## src/verilog/mipsExecPkg.sv

```systemverilog
`default_nettype none

package mipsExecPkg;

    typedef logic [31:0] wordT;

    typedef struct packed {
        logic [5:0] opcode;
        logic [4:0] rs;
        logic [4:0] rt;
        logic [4:0] rd;
        logic [4:0] shamt;
        logic [5:0] funct;
    } rTypeT;

    typedef struct packed {
        logic [5:0]  opcode;
        logic [4:0]  rs;
        logic [4:0]  rt;
        logic [15:0] imm;
    } iTypeT;

    // One instruction word, seen as R-type or I-type
    typedef union packed {
        rTypeT r;
        iTypeT i;
    } instrU;

    typedef enum logic [5:0] {
        opZero  = 6'd0,  opAddiu = 6'd1,  opAddi  = 6'd2,  opMul   = 6'd3,
        opLui   = 6'd4,  opBltz  = 6'd5,  opBeq   = 6'd6,  opBne   = 6'd7,
        opBgtz  = 6'd8,  opBlez  = 6'd9,  opBgez  = 6'd10, opJump  = 6'd11,
        opAndi  = 6'd12, opOri   = 6'd13, opXori  = 6'd14, opSeb   = 6'd15,
        opSlti  = 6'd16, opSltiu = 6'd17, opSrl   = 6'd18, opRotr  = 6'd19,
        opSrlv  = 6'd20, opSeh   = 6'd21, opRotrv = 6'd22, opExi   = 6'd23,
        opLa    = 6'd24
    } aluOpE;

    typedef enum logic [5:0] {
        ctrlAdd   = 6'd0,  ctrlAddu  = 6'd1,  ctrlSub   = 6'd2,  ctrlMul   = 6'd3,
        ctrlMult  = 6'd4,  ctrlMultu = 6'd5,  ctrlMadd  = 6'd6,  ctrlMsub  = 6'd7,
        ctrlBgez  = 6'd8,  ctrlBeq   = 6'd9,  ctrlBne   = 6'd10, ctrlBgtz  = 6'd11,
        ctrlBlez  = 6'd12, ctrlBltz  = 6'd13, ctrlJump  = 6'd14, ctrlSrav  = 6'd15,
        ctrlRotrv = 6'd16, ctrlLui   = 6'd17, ctrlAnd   = 6'd18, ctrlOr    = 6'd19,
        ctrlNor   = 6'd20, ctrlXor   = 6'd21, ctrlSeh   = 6'd22, ctrlSll   = 6'd23,
        ctrlSrl   = 6'd24, ctrlMovn  = 6'd25, ctrlMovz  = 6'd26, ctrlRotr  = 6'd27,
        ctrlSra   = 6'd28, ctrlSeb   = 6'd29, ctrlSlt   = 6'd30, ctrlSltu  = 6'd31,
        ctrlMthi  = 6'd32, ctrlMtlo  = 6'd33, ctrlMfhi  = 6'd34, ctrlMflo  = 6'd35,
        ctrlSllv  = 6'd36, ctrlSrlv  = 6'd37, ctrlEh    = 6'd38, ctrlIh    = 6'd39,
        ctrlDh    = 6'd40, ctrlEb    = 6'd41, ctrlIb    = 6'd42, ctrlAbs   = 6'd43,
        ctrlLa    = 6'd44, ctrlSubu  = 6'd45
    } aluCtrlE;

    typedef struct packed {
        logic [29:0] reserved;
        logic        illegal;
        logic        branchTaken; // Bit 0
    } statusT;

    // Word offsets on the bus
    localparam logic [2:0] regOpA    = 3'd0;
    localparam logic [2:0] regOpB    = 3'd1;
    localparam logic [2:0] regInstr  = 3'd2; // Write launches
    localparam logic [2:0] regResult = 3'd3;
    localparam logic [2:0] regHi     = 3'd4;
    localparam logic [2:0] regLo     = 3'd5;
    localparam logic [2:0] regStatus = 3'd6;

endpackage

`default_nettype wire

```

## src/verilog/execIf.sv

```systemverilog
`timescale 1ns/1ps
`default_nettype none

interface aluCmdIf import mipsExecPkg::*; (
    input logic clk
);
    instrU   instr;
    wordT    opA;
    wordT    opB;
    aluOpE   aluOp;
    wordT    operandB;   // Immediate or opB
    logic    illegalOp;  // Opcode out of scope
    aluCtrlE aluCtrl;
    logic    illegal;    // Opcode or funct out of scope

    modport source  (output instr, opA, opB);
    modport decode  (input instr, opB, output aluOp, operandB, illegalOp);
    modport control (input clk, instr, aluOp, illegalOp, output aluCtrl, illegal);
    modport execute (input instr, opA, operandB, aluCtrl, illegal);
endinterface


`default_nettype wire

```

## src/verilog/instrDecode.sv

```systemverilog
`timescale 1ns/1ps
`default_nettype none

module instrDecode import mipsExecPkg::*; (
    aluCmdIf.decode cmd
);
    localparam logic [5:0] opcSpecial  = 6'b000000,
                           opcRegimm   = 6'b000001,
                           opcBeq      = 6'b000100,
                           opcBne      = 6'b000101,
                           opcBlez     = 6'b000110,
                           opcBgtz     = 6'b000111,
                           opcAddi     = 6'b001000,
                           opcAddiu    = 6'b001001,
                           opcSlti     = 6'b001010,
                           opcSltiu    = 6'b001011,
                           opcAndi     = 6'b001100,
                           opcOri      = 6'b001101,
                           opcXori     = 6'b001110,
                           opcLui      = 6'b001111,
                           opcSpecial2 = 6'b011100,
                           opcSpecial3 = 6'b011111;

    wordT immSext;
    wordT immZext;

    assign immSext = {{16{cmd.instr.i.imm[15]}}, cmd.instr.i.imm};
    assign immZext = {16'h0000, cmd.instr.i.imm};

    always_comb begin
        cmd.aluOp     = opZero;
        cmd.operandB  = cmd.opB;
        cmd.illegalOp = 1'b0;
        case (cmd.instr.i.opcode)
            opcSpecial  : cmd.aluOp = opZero;
            opcRegimm   : begin
                case (cmd.instr.i.rt) // rt picks the REGIMM branch
                    5'b00000: cmd.aluOp = opBltz;
                    5'b00001: cmd.aluOp = opBgez;
                    default : cmd.illegalOp = 1'b1;
                endcase
            end
            opcBeq      : cmd.aluOp = opBeq;
            opcBne      : cmd.aluOp = opBne;
            opcBlez     : cmd.aluOp = opBlez;
            opcBgtz     : cmd.aluOp = opBgtz;
            opcSpecial2 : cmd.aluOp = opMul;
            opcSpecial3 : cmd.aluOp = opSeb;  // SEB and SEH split on shamt later
            opcAddi, opcAddiu, opcSlti, opcSltiu: begin
                cmd.operandB = immSext;
                case (cmd.instr.i.opcode[1:0])
                    2'b00  : cmd.aluOp = opAddi;
                    2'b01  : cmd.aluOp = opAddiu;
                    2'b10  : cmd.aluOp = opSlti;
                    default: cmd.aluOp = opSltiu;
                endcase
            end
            opcAndi, opcOri, opcXori: begin
                cmd.operandB = immZext;
                case (cmd.instr.i.opcode[1:0])
                    2'b00  : cmd.aluOp = opAndi;
                    2'b01  : cmd.aluOp = opOri;
                    default: cmd.aluOp = opXori;
                endcase
            end
            opcLui      : begin
                cmd.aluOp    = opLui;
                cmd.operandB = {cmd.instr.i.imm, 16'h0000};
            end
            default     : cmd.illegalOp = 1'b1; // Jumps, loads and the rest
        endcase
    end

endmodule

`default_nettype wire

```

## src/flat_wrapper.sv

```systemverilog
// flat-port wrapper written by rule: the top's interface ports become plain ports
module instrDecode_flat import mipsExecPkg::*;
  (clk, cmd_instr, cmd_opB, cmd_aluOp, cmd_operandB, cmd_illegalOp);
  aluCmdIf cmd_i (.clk(clk));
  input wire logic clk;
  input wire logic [$bits(cmd_i.instr)-1:0] cmd_instr;
  input wire logic [$bits(cmd_i.opB)-1:0] cmd_opB;
  output wire logic [$bits(cmd_i.aluOp)-1:0] cmd_aluOp;
  output wire logic [$bits(cmd_i.operandB)-1:0] cmd_operandB;
  output wire logic [$bits(cmd_i.illegalOp)-1:0] cmd_illegalOp;
  assign cmd_i.instr = cmd_instr;
  assign cmd_i.opB = cmd_opB;
  assign cmd_aluOp = cmd_i.aluOp;
  assign cmd_operandB = cmd_i.operandB;
  assign cmd_illegalOp = cmd_i.illegalOp;
  instrDecode u_core (.cmd(cmd_i));
endmodule
```

## config.mk

```make
export PLATFORM = sky130hd
export DESIGN_NAME = instrDecode_flat
export DESIGN_NICKNAME = d
export VERILOG_FILES = /design/src/verilog/mipsExecPkg.sv /design/src/verilog/execIf.sv /design/src/verilog/instrDecode.sv /design/src/flat_wrapper.sv
export SDC_FILE = /design/constraint.sdc
export NUM_CORES = 1
export LEC_CHECK = 0
export BUFFER_PORTS_ARGS = -buffer_cell sky130_fd_sc_hd__buf_2
export CELL_PAD_IN_SITES_DETAIL_PLACEMENT = 0
export CELL_PAD_IN_SITES_GLOBAL_PLACEMENT = 1
export CORE_ASPECT_RATIO = 1.4
export CORE_MARGIN = 2
export CORE_UTILIZATION = 19
export DETAILED_ROUTE_END_ITERATION = 16
export PLACE_DENSITY_LB_ADDON = 0.1
export SYNTH_ARGS = -nofsm -noshare
export SYNTH_HDL_FRONTEND = slang
export SYNTH_SLANG_ARGS = --single-unit
```

## constraint.sdc

```tcl
create_clock -name vclk -period 1.6
set_input_delay 0.08 -clock vclk [all_inputs]
set_output_delay 0.08 -clock vclk [all_outputs]
set_load 0.01 [all_outputs]
```

==> impl_metrics.ini <==
[final_layout]
final_common_cell = buf_2
layout-drive-gt1-share_pct = 65.9
diodes = 0
clkbuf_count = 0
final_cell_mix = buf_2, a221o_1, a22o_2
nFlopsAndLatches = 0
fin_nets = 252
syn2layout_area_growth_pct = 73.1
ff_latch_area_um2 = 0

[placed_design]
portBuffers = 97
place_ws_ns = 0.0652
hpwlAfterDp_mm = 2.70
gp_congestion = 0.732

[status]
outcome = finished, final reports clean

[drt]
vias = 1182
drt-total-wl_mm = 3.18
avgRoutedWirePerCell_um = 14.0
ant_nets = 0
drcViolationCount = 0
vias_per_cell = 5.21
drt_iter0_markers = 25
dr.pass1.iters = 4

[synthesis]
yosys_warnings = 0
synth_cell_type_count = 33
yosysSeqAreaShare_pct = 0
synth_cells = 94
netlist_area_um2 = 724
synth_area_per_cell_um2 = 7.71
synth_nets = 159

[power_and_ir_drop]
switchingPower_mw = 0.167
comb_power_share_pct = 100.0
finalPower_mw = 0.346
p_per_area_nw_per_um2 = 276
p_leak_nw = 0.648
seq_power_share_pct = 0
clkPwrFrac_pct = 0
p_int_mw = 0.179
p_sw_share_pct = 48.2
peakVddDrop_v = 0.000114

[worst_setup_path]
worstPathCellList = buf_2 -> inv_4 -> or3_4 -> buf_4 -> a221o_1 -> buf_2
end_kind = output port
critical_path_class = input pin to output port
cp_max_fo = 18
cp_slowest_cell = or3_4
worstSetupStartpointType = input pin
max_stage_delay_ns = 0.41
cp.required_ns = 1.52
cp.arrival_ns = 1.39
critPathMostFrequentCell = buf_2

[timing]
timing.final.ws_setup_ns = 0.129
slew_viol_final = 0
holdWs_ns = 0.450
max_freq_mhz = 680
finalWorstPathRequiredPeriod_ns = 1.47
rsz0062_at_grt = false
setup_viol = 0
hold_viol_final = 0
fin_tns_setup_ns = 0
finalCritPeriodShare_pct = 91.9

[grt]
overflow = 0
grt_pass1_vias = 1057
antenna_found_initial = 0
grt_first_pass_wirelength_mm = 5.14
grt_max_degree = 19
grt.total_usage_pct = 13.7

[worst_hold_path]
hold_path.class = input pin to output port
min_path_cells = 4
min-delay-start = cmd_opB[31]
min_to = cmd_operandB[31]

[floorplanning]
rows = 26
die_w_um = 56.2
io_pins = 104
core_um2 = 3640
initial_core_util_pct = 19.9
chipHeight_um = 77.1
die_area_um2 = 4330

[flow_run]
cap_violations = 0

[clocking]
post-cts-setup-buffers = 0
## synth_stat cells (4+ instances only)
cell	count	share of area, %
a221o_1	16	22
buf_6	5	7.8
o21ai_0	6	4.1
nand3_1	5	3.5
a22o_1	6	7.3
a22o_2	10	14
nand2b_1	4	3.5
buf_2	4	2.8
clkbuf_1	4	2.1
nand2_1	7	3.6
## logic make-up (layout without fill, tap and decap cells)
kind of cell | count (synthesis) | count (layout) | share of synthesized area [%]
compound gates | 45 | 45 | 56.3
simple gates | 28 | 28 | 23.7
buf+inv | 17 | 108 | 15.5
mux | 2 | 2 | 2.76
other cells | 1 | 1 | 0.518
xor+xnor | 1 | 1 | 1.21
## final cells by class
cell class	count	area, µm²
repair buffers	105	571
well taps	42	52.6
fillers	404	2390
inverters	3	13.8
multi-input cells	77	617
## per-stage QoR
step | utilization (%) | instance area (µm²) | std cells
2_1_floorplan | - | 724 | 94
3_3_place_gp | 34.3 | 1250 | 227
3_5_place_dp | 34.3 | 1250 | 227
4_1_cts | 34.3 | 1250 | 227
5_1_grt | 34.4 | 1250 | 227
6_report | 34.4 | 1250 | 227
## power by group through the flow
stage / clock, mW / combinational [mW] / sequential (mW)
global route: 0 / 0.380 / 0
CTS: 0 / 0.349 / 0
finish: 0 / 0.346 / 0
detailed placement: 0 / 0.348 / 0
floorplan: 0 / 0.188 / 0
global placement: 0 / 0.346 / 0
## how the worst max path moves through the flow
stage / start / depth (start not counted) / end
final: cmd_instr[29] / 6 / cmd_operandB[19]
after global routing: cmd_instr[27] / 6 / cmd_aluOp[0]
after CTS: cmd_instr[27] / 6 / cmd_aluOp[0]
after detailed placement: cmd_instr[27] / 6 / cmd_aluOp[0]
after global placement: cmd_instr[27] / 6 / cmd_aluOp[0]
after floorplan: cmd_instr[29] / 7 / cmd_operandB[0]
## critical path: cells and delay by family
kind,cells,cell delay (ns)
AND/OR/NAND/NOR,1,0.41
buffers and inverters,4,0.54
AO/OA/AOI/OAI,1,0.36
## repair_timing
item / CTS / global route
hold buffers: 0 / 0
resized for setup: 0 / 1
endpoints found under the setup margin: 0 / 1
## metal layers
metal	vias to the layer above	wire length [µm]	GRT usage [%]
li1	568	-	-
met1	538	1170	17.1
met2	72	1630	25.1
met3	4	338	2.19
met4	0	37	1.43
met5	-	0	0
(Power assumes the default switching activity.)
