**src/verilog/mipsExecPkg.sv**
```systemverilog
`default_nettype none

package mipsExecPkg;

    typedef logic [31:0] wordT;

    typedef struct packed {
        logic [5:0] opcode;
        logic [4:0] rs;
        logic [4:0] rt;
        logic [4:0] rd;
        logic [4:0] shamt;
        logic [5:0] funct;
    } rTypeT;

    typedef struct packed {
        logic [5:0]  opcode;
        logic [4:0]  rs;
        logic [4:0]  rt;
        logic [15:0] imm;
    } iTypeT;

    // One instruction word, seen as R-type or I-type
    typedef union packed {
        rTypeT r;
        iTypeT i;
    } instrU;

    typedef enum logic [5:0] {
        opZero  = 6'd0,  opAddiu = 6'd1,  opAddi  = 6'd2,  opMul   = 6'd3,
        opLui   = 6'd4,  opBltz  = 6'd5,  opBeq   = 6'd6,  opBne   = 6'd7,
        opBgtz  = 6'd8,  opBlez  = 6'd9,  opBgez  = 6'd10, opJump  = 6'd11,
        opAndi  = 6'd12, opOri   = 6'd13, opXori  = 6'd14, opSeb   = 6'd15,
        opSlti  = 6'd16, opSltiu = 6'd17, opSrl   = 6'd18, opRotr  = 6'd19,
        opSrlv  = 6'd20, opSeh   = 6'd21, opRotrv = 6'd22, opExi   = 6'd23,
        opLa    = 6'd24
    } aluOpE;

    typedef enum logic [5:0] {
        ctrlAdd   = 6'd0,  ctrlAddu  = 6'd1,  ctrlSub   = 6'd2,  ctrlMul   = 6'd3,
        ctrlMult  = 6'd4,  ctrlMultu = 6'd5,  ctrlMadd  = 6'd6,  ctrlMsub  = 6'd7,
        ctrlBgez  = 6'd8,  ctrlBeq   = 6'd9,  ctrlBne   = 6'd10, ctrlBgtz  = 6'd11,
        ctrlBlez  = 6'd12, ctrlBltz  = 6'd13, ctrlJump  = 6'd14, ctrlSrav  = 6'd15,
        ctrlRotrv = 6'd16, ctrlLui   = 6'd17, ctrlAnd   = 6'd18, ctrlOr    = 6'd19,
        ctrlNor   = 6'd20, ctrlXor   = 6'd21, ctrlSeh   = 6'd22, ctrlSll   = 6'd23,
        ctrlSrl   = 6'd24, ctrlMovn  = 6'd25, ctrlMovz  = 6'd26, ctrlRotr  = 6'd27,
        ctrlSra   = 6'd28, ctrlSeb   = 6'd29, ctrlSlt   = 6'd30, ctrlSltu  = 6'd31,
        ctrlMthi  = 6'd32, ctrlMtlo  = 6'd33, ctrlMfhi  = 6'd34, ctrlMflo  = 6'd35,
        ctrlSllv  = 6'd36, ctrlSrlv  = 6'd37, ctrlEh    = 6'd38, ctrlIh    = 6'd39,
        ctrlDh    = 6'd40, ctrlEb    = 6'd41, ctrlIb    = 6'd42, ctrlAbs   = 6'd43,
        ctrlLa    = 6'd44, ctrlSubu  = 6'd45
    } aluCtrlE;

    typedef struct packed {
        logic [29:0] reserved;
        logic        illegal;
        logic        branchTaken; // Bit 0
    } statusT;

    // Word offsets on the bus
    localparam logic [2:0] regOpA    = 3'd0;
    localparam logic [2:0] regOpB    = 3'd1;
    localparam logic [2:0] regInstr  = 3'd2; // Write launches
    localparam logic [2:0] regResult = 3'd3;
    localparam logic [2:0] regHi     = 3'd4;
    localparam logic [2:0] regLo     = 3'd5;
    localparam logic [2:0] regStatus = 3'd6;

endpackage

`default_nettype wire

```
**src/verilog/execIf.sv**
```systemverilog
`timescale 1ns/1ps
`default_nettype none

interface aluCmdIf import mipsExecPkg::*; (
    input logic clk
);
    instrU   instr;
    wordT    opA;
    wordT    opB;
    aluOpE   aluOp;
    wordT    operandB;   // Immediate or opB
    logic    illegalOp;  // Opcode out of scope
    aluCtrlE aluCtrl;
    logic    illegal;    // Opcode or funct out of scope

    modport source  (output instr, opA, opB);
    modport decode  (input instr, opB, output aluOp, operandB, illegalOp);
    modport control (input clk, instr, aluOp, illegalOp, output aluCtrl, illegal);
    modport execute (input instr, opA, operandB, aluCtrl, illegal);
endinterface


`default_nettype wire

```
**src/verilog/aluControl.sv**
```systemverilog
`timescale 1ns/1ps
`default_nettype none

module aluControl import mipsExecPkg::*; (
    aluCmdIf.control cmd
);
    // SPECIAL function field
    localparam logic [5:0] functSll  = 6'b000000, functSrl  = 6'b000010, functSra  = 6'b000011,
                           functSllv = 6'b000100, functSrlv = 6'b000110, functSrav = 6'b000111,
                           functMfhi = 6'b010000, functMthi = 6'b010001, functMflo = 6'b010010,
                           functMtlo = 6'b010011, functMult = 6'b011000, functMultu = 6'b011001,
                           functAdd  = 6'b100000, functAddu = 6'b100001, functSub  = 6'b100010,
                           functSubu = 6'b100011, functAnd  = 6'b100100, functOr   = 6'b100101,
                           functXor  = 6'b100110, functNor  = 6'b100111, functSlt  = 6'b101010,
                           functSltu = 6'b101011;
    // SPECIAL2 and SPECIAL3 function field
    localparam logic [5:0] functMadd = 6'b000000, functMul = 6'b000010, functMsub = 6'b000100,
                           functBshfl = 6'b100000;

    logic [5:0] funct;
    logic       badFunct;

    assign funct = cmd.instr.r.funct;

    always_comb begin
        cmd.aluCtrl = ctrlAdd;
        badFunct    = 1'b0;
        case (cmd.aluOp)
            opZero: begin
                case (funct)
                    functSll  : cmd.aluCtrl = ctrlSll;
                    functSrl  : cmd.aluCtrl = cmd.instr.r.rs[0] ? ctrlRotr : ctrlSrl;
                    functSra  : cmd.aluCtrl = ctrlSra;
                    functSllv : cmd.aluCtrl = ctrlSllv;
                    functSrlv : cmd.aluCtrl = cmd.instr.r.shamt[0] ? ctrlRotr : ctrlSrlv;
                    functSrav : cmd.aluCtrl = ctrlSrav;
                    functMfhi : cmd.aluCtrl = ctrlMfhi;
                    functMthi : cmd.aluCtrl = ctrlMthi;
                    functMflo : cmd.aluCtrl = ctrlMflo;
                    functMtlo : cmd.aluCtrl = ctrlMtlo;
                    functMult : cmd.aluCtrl = ctrlMult;
                    functMultu: cmd.aluCtrl = ctrlMultu;
                    functAdd  : cmd.aluCtrl = ctrlAdd;
                    functAddu : cmd.aluCtrl = ctrlAddu;
                    functSub  : cmd.aluCtrl = ctrlSub;
                    functSubu : cmd.aluCtrl = ctrlSubu;
                    functAnd  : cmd.aluCtrl = ctrlAnd;
                    functOr   : cmd.aluCtrl = ctrlOr;
                    functXor  : cmd.aluCtrl = ctrlXor;
                    functNor  : cmd.aluCtrl = ctrlNor;
                    functSlt  : cmd.aluCtrl = ctrlSlt;
                    functSltu : cmd.aluCtrl = ctrlSltu;
                    default   : badFunct = 1'b1; // MOVN, MOVZ, JR land here
                endcase
            end
            opMul: begin
                case (funct)
                    functMul : cmd.aluCtrl = ctrlMul;
                    functMadd: cmd.aluCtrl = ctrlMadd;
                    functMsub: cmd.aluCtrl = ctrlMsub;
                    default  : badFunct = 1'b1;
                endcase
            end
            opSeb: begin
                if (funct == functBshfl && cmd.instr.r.shamt == 5'b10000) begin
                    cmd.aluCtrl = ctrlSeb;
                end else if (funct == functBshfl && cmd.instr.r.shamt == 5'b11000) begin
                    cmd.aluCtrl = ctrlSeh;
                end else begin
                    badFunct = 1'b1;
                end
            end
            opAddiu : cmd.aluCtrl = ctrlAddu;
            opAddi  : cmd.aluCtrl = ctrlAdd;
            opLui   : cmd.aluCtrl = ctrlLui;
            opBltz  : cmd.aluCtrl = ctrlBltz;
            opBgez  : cmd.aluCtrl = ctrlBgez;
            opBeq   : cmd.aluCtrl = ctrlBeq;
            opBne   : cmd.aluCtrl = ctrlBne;
            opBgtz  : cmd.aluCtrl = ctrlBgtz;
            opBlez  : cmd.aluCtrl = ctrlBlez;
            opAndi  : cmd.aluCtrl = ctrlAnd;
            opOri   : cmd.aluCtrl = ctrlOr;
            opXori  : cmd.aluCtrl = ctrlXor;
            opSeh   : cmd.aluCtrl = ctrlSeh;
            opSlti  : cmd.aluCtrl = ctrlSlt;
            opSltiu : cmd.aluCtrl = ctrlSltu;
            opSrl   : cmd.aluCtrl = ctrlSrl;
            opSrlv  : cmd.aluCtrl = ctrlSrlv;
            opRotr, opRotrv: cmd.aluCtrl = ctrlRotr; // Amount source chosen in execute
            default : badFunct = 1'b1; // Jump, LA and custom classes
        endcase
    end

    assign cmd.illegal = cmd.illegalOp | badFunct;

    aCtrlDefined: assert property (@(posedge cmd.clk)
        !$isunknown(cmd.aluCtrl) && (cmd.aluCtrl <= ctrlSubu))
        else $error("aluControl: undefined control code %0d", cmd.aluCtrl);

endmodule

`default_nettype wire

```
**src/flat_wrapper.sv**
```systemverilog
// flat-port wrapper written by rule: the top's interface ports become plain ports
module aluControl_flat import mipsExecPkg::*;
  (clk, cmd_instr, cmd_aluOp, cmd_illegalOp, cmd_aluCtrl, cmd_illegal);
  aluCmdIf cmd_i (.clk(clk));
  input wire logic clk;
  input wire logic [$bits(cmd_i.instr)-1:0] cmd_instr;
  input wire logic [$bits(cmd_i.aluOp)-1:0] cmd_aluOp;
  input wire logic [$bits(cmd_i.illegalOp)-1:0] cmd_illegalOp;
  output wire logic [$bits(cmd_i.aluCtrl)-1:0] cmd_aluCtrl;
  output wire logic [$bits(cmd_i.illegal)-1:0] cmd_illegal;
  assign cmd_i.instr = cmd_instr;
  assign cmd_i.aluOp = cmd_aluOp;
  assign cmd_i.illegalOp = cmd_illegalOp;
  assign cmd_aluCtrl = cmd_i.aluCtrl;
  assign cmd_illegal = cmd_i.illegal;
  aluControl u_core (.cmd(cmd_i));
endmodule
```
**config.mk**
```make
export PLATFORM = sky130hd
export DESIGN_NAME = aluControl_flat
export DESIGN_NICKNAME = d
export VERILOG_FILES = /design/src/verilog/mipsExecPkg.sv /design/src/verilog/execIf.sv /design/src/verilog/aluControl.sv /design/src/flat_wrapper.sv
export SDC_FILE = /design/constraint.sdc
export NUM_CORES = 1
export LEC_CHECK = 0
export BUFFER_PORTS_ARGS = -buffer_cell sky130_fd_sc_hd__buf_2
export CORE_ASPECT_RATIO = 1.1
export CORE_UTILIZATION = 48
export DETAILED_ROUTE_END_ITERATION = 16
export PLACE_DENSITY = 0.92
export SLEW_MARGIN = 15
export SYNTH_ARGS = -nofsm -noshare
export SYNTH_HDL_FRONTEND = slang
export SYNTH_SLANG_ARGS = --single-unit
```
**constraint.sdc**
```tcl
create_clock -name vclk -period 2.8
set_input_delay 0.56 -clock vclk [all_inputs]
set_output_delay 0.56 -clock vclk [all_outputs]
set_load 0.02 [all_outputs]
```
==> impl_metrics.ini, run 1 <==
[routing]
dr_total_vias = 1257
routed_via_density = 6.35
drtPass1Iterations = 4
drt_wl_total_um = 2610
wire_per_inst_um = 13.2
drt_first_iter_violations = 78
antenna_left = 0
drc_errors = 0

[layout]
seq_cell_count = 0
num-fill-cells = 172
layout_common_cells = buf_2 (26), nor2_1 (17), a21oi_1 (16), o21ai_0 (11), nand2_1 (8)
register_area_um2 = 0
layoutNonFillerInstCount = 198
fin_nets = 213
drive_gt1_share_pct = 22.8
layout_commonest_cell = buf_2
nClkBuffers = 0
num_antenna_cells = 0
syn_to_final_growth_pct = 13.1

[synth]
syn_area_um2 = 947
yosys.area.top_type = a21oi_1
syn_inst = 158
syn_nets = 198
yosysWarnings = 0
seq_area_frac_synth_pct = 0
avgSynthCellArea_um2 = 5.99
yosys.area.top_type_share_pct = 8.45
synth.distinct_cells = 48
ys_top_cells_by_area = a21oi_1 (8.5%), nor2_1 (7.1%), o21ai_0 (5.8%)

[sta]
fmax_ghz = 0.363
relSlewSlack_pct = 71.5
finalHoldWorstSlack_ps = 1450
fin_crit_ps = 2750
timing.final.crit_share_pct = 98.3
grt_setup_unrepaired = no
setup-tns-final_ps = 0
finalHoldViolations = 0
slew_violations = 0
worst_slew_pin_slew_ps = 424
setup_viol = 0

[global_route]
antenna_found_initial = 0
grt_max_degree = 21
grt_pass1_vias = 995
grt-ovfl-total = 0
grt_pass1_wl_um = 4390
groute.usage.overall_pct = 24.5

[min_path]
min_path_cells = 4
min_from = cmd_illegalOp
hp-class = primary input to output port
min_to = cmd_illegal

[placed_design]
dp_hpwl_um = 1910
placed_cells = 198
io_buffers = 26
gp_congestion = 0.930

[critical_path]
worst-setup-path-type = primary input to output port
crit_path_start_kind = primary input
path_max_fanout = 4
required_ps = 2240
cp_data_arrival_time_ps = 2190
end_kind = output port

[clock_tree]
post_cts_buffers = 0

[floorplanning]
fp.dieH_um = 48.6
core_um2 = 1820
start_util_pct = 52.0
io_pins = 47
die_area_um2 = 2160
placementRows = 16
dieWidth_um = 44.4

[job]
cap_violations = 0

[outcome]
outcome = completed

[pwr]
powerDensity_nw_per_um2 = 134
p_leak_nw = 0.420
ir_worst_vdd_uv = 75.4
==> what timing repair did <==
item	CTS	global route
setup endpoints to repair	0	1
hold buffers	0	0
resized for setup	0	1
==> cell usage after synthesis (all sizes together) (3+ instances only) <==
cell and number:
nand2 8, a211o 4, or3 4, o21ai 11, xor2 3, a21oi 16
nand3 5, o211ai 3, buf 7, clkbuf 12, nor3 4, nor2 18
nor3b 3, nor4 4, nand4 3, inv 5, nor2b 6, nand2b 4
==> kinds of logic after synthesis <==
| group | share of synthesized area, % |
|---|---|
| AND/OR/NAND/NOR | 40.0 |
| multiplexers | 1.19 |
| AO/OA/AOI/OAI | 42.9 |
| buffers and inverters | 11.2 |
| XOR/XNOR | 4.62 |
==> cell type report <==
class	instances	area (um^2)	area share, %
timing repair buffer	32	175	16.4
inverter	5	18.8	1.75
multi-input combinational	134	843	78.7
tap	27	33.8	3.15
==> report_power, final <==
group	total, W	internal, W	switching, W
clock network	0	0	0
registers	0	0	0
logic	0.000143	0.0000572	0.0000863
total	0.000143	0.0000572	0.0000863
==> worst max-delay path by stage <==
stage | cells after the start | slack (ps) | from | to
finish | 7 | 50 | cmd_instr[6] | cmd_aluCtrl[0]
global route | 7 | 2 | cmd_instr[6] | cmd_aluCtrl[2]
floorplan | 7 | 170 | cmd_instr[2] | cmd_aluCtrl[5]
detailed placement | 7 | 90 | cmd_instr[6] | cmd_aluCtrl[0]
CTS | 7 | 80 | cmd_instr[6] | cmd_aluCtrl[0]
global placement | 7 | 80 | cmd_instr[6] | cmd_aluCtrl[0]
==> metrics by stage <==
| stage | utilization, % | worst slack [ps] | power (W) | area [um^2] |
|---|---|---|---|---|
| 2_1_floorplan | - | 169 | 0.000104 | 947 |
| 5_1_grt | 58.8 | 2.01 | 0.000158 | 1070 |
| 4_1_cts | 58.7 | 82.7 | 0.000141 | 1070 |
| 3_3_place_gp | 58.7 | 82.0 | 0.000138 | 1070 |
| 3_5_place_dp | 58.7 | 90.1 | 0.000140 | 1070 |
| 6_report | 58.8 | 48.9 | 0.000143 | 1070 |
==> critical path, cell delays in order <==
cell and delay (ps):
buf_2 110, or4b_1 490, or4_4 470, nor3_2 240, nor2_1 80, nand4_1 90
buf_2 160
==> routing by layer <==
layer / track usage [%] / share of wire, % / vias to the layer above
met3: 0.373 / 7.0 / 4
met1: 39.1 / 45 / 565
met2: 37.5 / 46 / 63
met4: 2.02 / 1.0 / 0
met5: 0 / 0 / -
li1: - / - / 625
Note: power is estimated with default switching activity, not from simulation.
==> inputs of run 2 (changes only) <==
--- a/config.mk
+++ b/config.mk
@@ -5,11 +5,12 @@
 export SDC_FILE = /design/constraint.sdc
 export NUM_CORES = 1
 export LEC_CHECK = 0
+export ABC_AREA = 1
 export BUFFER_PORTS_ARGS = -buffer_cell sky130_fd_sc_hd__buf_2
 export CORE_ASPECT_RATIO = 1.1
 export CORE_UTILIZATION = 48
 export DETAILED_ROUTE_END_ITERATION = 16
-export PLACE_DENSITY = 0.92
+export PLACE_DENSITY = 0.91
 export SLEW_MARGIN = 15
 export SYNTH_ARGS = -nofsm -noshare
 export SYNTH_HDL_FRONTEND = slang
==> run 2 against run 1 <==
Global-route usage is 2.3 points higher. Cell count is 35% higher. Combinational power is 13% lower. Routed wire length is 5.9% higher. Synthesized cell count is 36% higher. Design area is 8.8% higher. Non-clock buffer count is 5 lower. Clock-buffer cell count stayed put. Power is 13% lower. Die area is 6.4% higher. Highest routed layer unchanged.
==> impl_metrics.ini, run 2 <==
[min_path]
hp-class = primary input to output port
min_to = cmd_illegal
min_from = cmd_illegalOp
min_path_cells = 5

[layout]
fin_nets = 282
layoutNonFillerInstCount = 268
seq_cell_count = 0
syn_to_final_growth_pct = 15.2
layout_common_cells = nand2_1 (56), nor2_1 (37), inv_1 (34), nand3_1 (27), buf_2 (26)
register_area_um2 = 0
nClkBuffers = 0
fin_area_um2 = 1160
postLayoutCoreUtil_pct = 58.3
drive_gt1_share_pct = 24.2
num_antenna_cells = 0
layout_commonest_cell = nand2_1

[global_route]
grt-ovfl-total = 0
grt_pass1_vias = 1289
groute.usage.overall_pct = 26.8
grt_pass1_wl_um = 4840
antenna_found_initial = 0
grt_max_degree = 10

[pwr]
clock_power_share_pct = 0
power_frac_comb_pct = 100.0
net-switching-power_w = 0.0000829
p_sw_share_pct = 66.4
total_power_w = 0.000125
p_leak_nw = 0.730
ir_worst_vdd_uv = 54.6
pwr-share-seq_pct = 0
powerDensity_nw_per_um2 = 107
p_int_w = 0.0000420

[placed_design]
gp_congestion = 0.957
placed_cells = 268
dp_hpwl_um = 2440
io_buffers = 26
placed_area_um2 = 1160

[synth]
yosysWarnings = 0
syn_area_um2 = 1010
yosysMostFrequentCell = nand2_1
ys_top_cells_by_area = nand2_1 (21%), nor2_1 (14%), nand3_1 (13%)
yosys.area.top_type_share_pct = 20.8
syn_nets = 255
syn_inst = 215
seq_area_frac_synth_pct = 0
yosys.area.top_type = nand2_1
synth.distinct_cells = 23
avgSynthCellArea_um2 = 4.70
netlist_top_cells_count = nand2_1 (56), nor2_1 (37), inv_1 (34)

[critical_path]
path_depth = 11
required_ps = 2240
cp_data_arrival_time_ps = 1810
worst-setup-path-type = primary input to output port
cpMaxStageDelayCell = a21oi_1
crit_path_max_incr_delay_ps = 220
path_cells = buf_2, nor2_2, buf_4, nand3_1, a21oi_1, nor2_2, nand3_1, nor2_1, nor2_1, nand2_1, buf_2
crit_path_start_kind = primary input
end_kind = output port
critPathBufInv = 3
path_max_fanout = 9
cp_top_family = simple AND/OR/NAND/NOR gates

[clock_tree]
cts_resized = 0
post_cts_buffers = 0
cts_hold_buffers = 0

[sta]
grt_setup_unrepaired = no
timing.final.crit_share_pct = 84.6
finalHoldViolations = 0
setup_viol = 0
fin_crit_ps = 2370
worst_slew_pin_slew_ps = 285
slew_violations = 0
fmax_ghz = 0.422
setup-tns-final_ps = 0
relSlewSlack_pct = 80.9

[floorplanning]
die_area_um2 = 2290
start_util_pct = 50.6
io_pins = 47
dieWidth_um = 45.8
placementRows = 17
fp.dieH_um = 50.1
core_um2 = 2000

[job]
cap_violations = 0

[routing]
antenna_left = 0
drt_first_iter_violations = 47
drtPass1Iterations = 4
drc_errors = 0
dr_total_vias = 1369
drt_wl_total_um = 2770
routed_via_density = 5.11
wire_per_inst_um = 10.3

[outcome]
outcome = completed
-- run 2: changes by cell type after synthesis, moves of 8 or more --
cell,previous run,this run
inv_1,5,34
nand2_1,8,56
nand3_1,5,27
nand2_2,0,8
a21oi_1,16,7
nor2_2,0,10
nor2_1,18,37
clkbuf_1,11,0
-- run 2: cells by family (layout without fill, tap and decap cells) --
| group | count (synthesis) | after routing | share of synthesized area [%] |
|---|---|---|---|
| compound gates | 16 | 16 | 9.16 |
| buf+inv | 40 | 65 | 16.0 |
| simple gates | 159 | 159 | 74.9 |
-- run 2: final cells by class --
| type | instances | area (um^2) |
|---|---|---|
| fill | 221 | 835 |
| timing repair buffer | 27 | 138 |
| tap | 28 | 35.0 |
| inverter | 38 | 143 |
| multi-input combinational | 175 | 850 |
-- run 2: power by group through the flow --
stage / combinational (W) / sequential [W] / clock, W
after detailed placement: 0.000124 / 0 / 0
final: 0.000125 / 0 / 0
after global placement: 0.000122 / 0 / 0
after CTS: 0.000124 / 0 / 0
after floorplan: 0.0000826 / 0 / 0
after global routing: 0.000139 / 0 / 0
-- run 2: worst max path at each step --
stage                     end  slack, ps         start
6_report          cmd_illegal        430  cmd_aluOp[5]
5_1_grt        cmd_aluCtrl[0]        310  cmd_instr[4]
4_1_cts           cmd_illegal        440  cmd_aluOp[5]
3_5_place_dp      cmd_illegal        440  cmd_aluOp[5]
3_3_place_gp      cmd_illegal        440  cmd_aluOp[5]
2_1_floorplan  cmd_aluCtrl[2]        740  cmd_instr[1]
-- run 2: per-stage QoR --
step | setup slack, ps | hold slack [ps]
final | 433 | 1500
after global routing | 313 | 1540
after CTS | 439 | 1510
after detailed placement | 440 | 1510
after global placement | 444 | 1500
after floorplan | 744 | 1370
-- run 2: per-layer routing --
metal / up-vias / wire, um / GRT usage [%]
met5: - / 0 / 0
met4: 0 / 30 / 6.86
met3: 4 / 122 / 0.360
met2: 52 / 1510 / 52.1
met1: 585 / 1100 / 30.4
li1: 728 / - / -
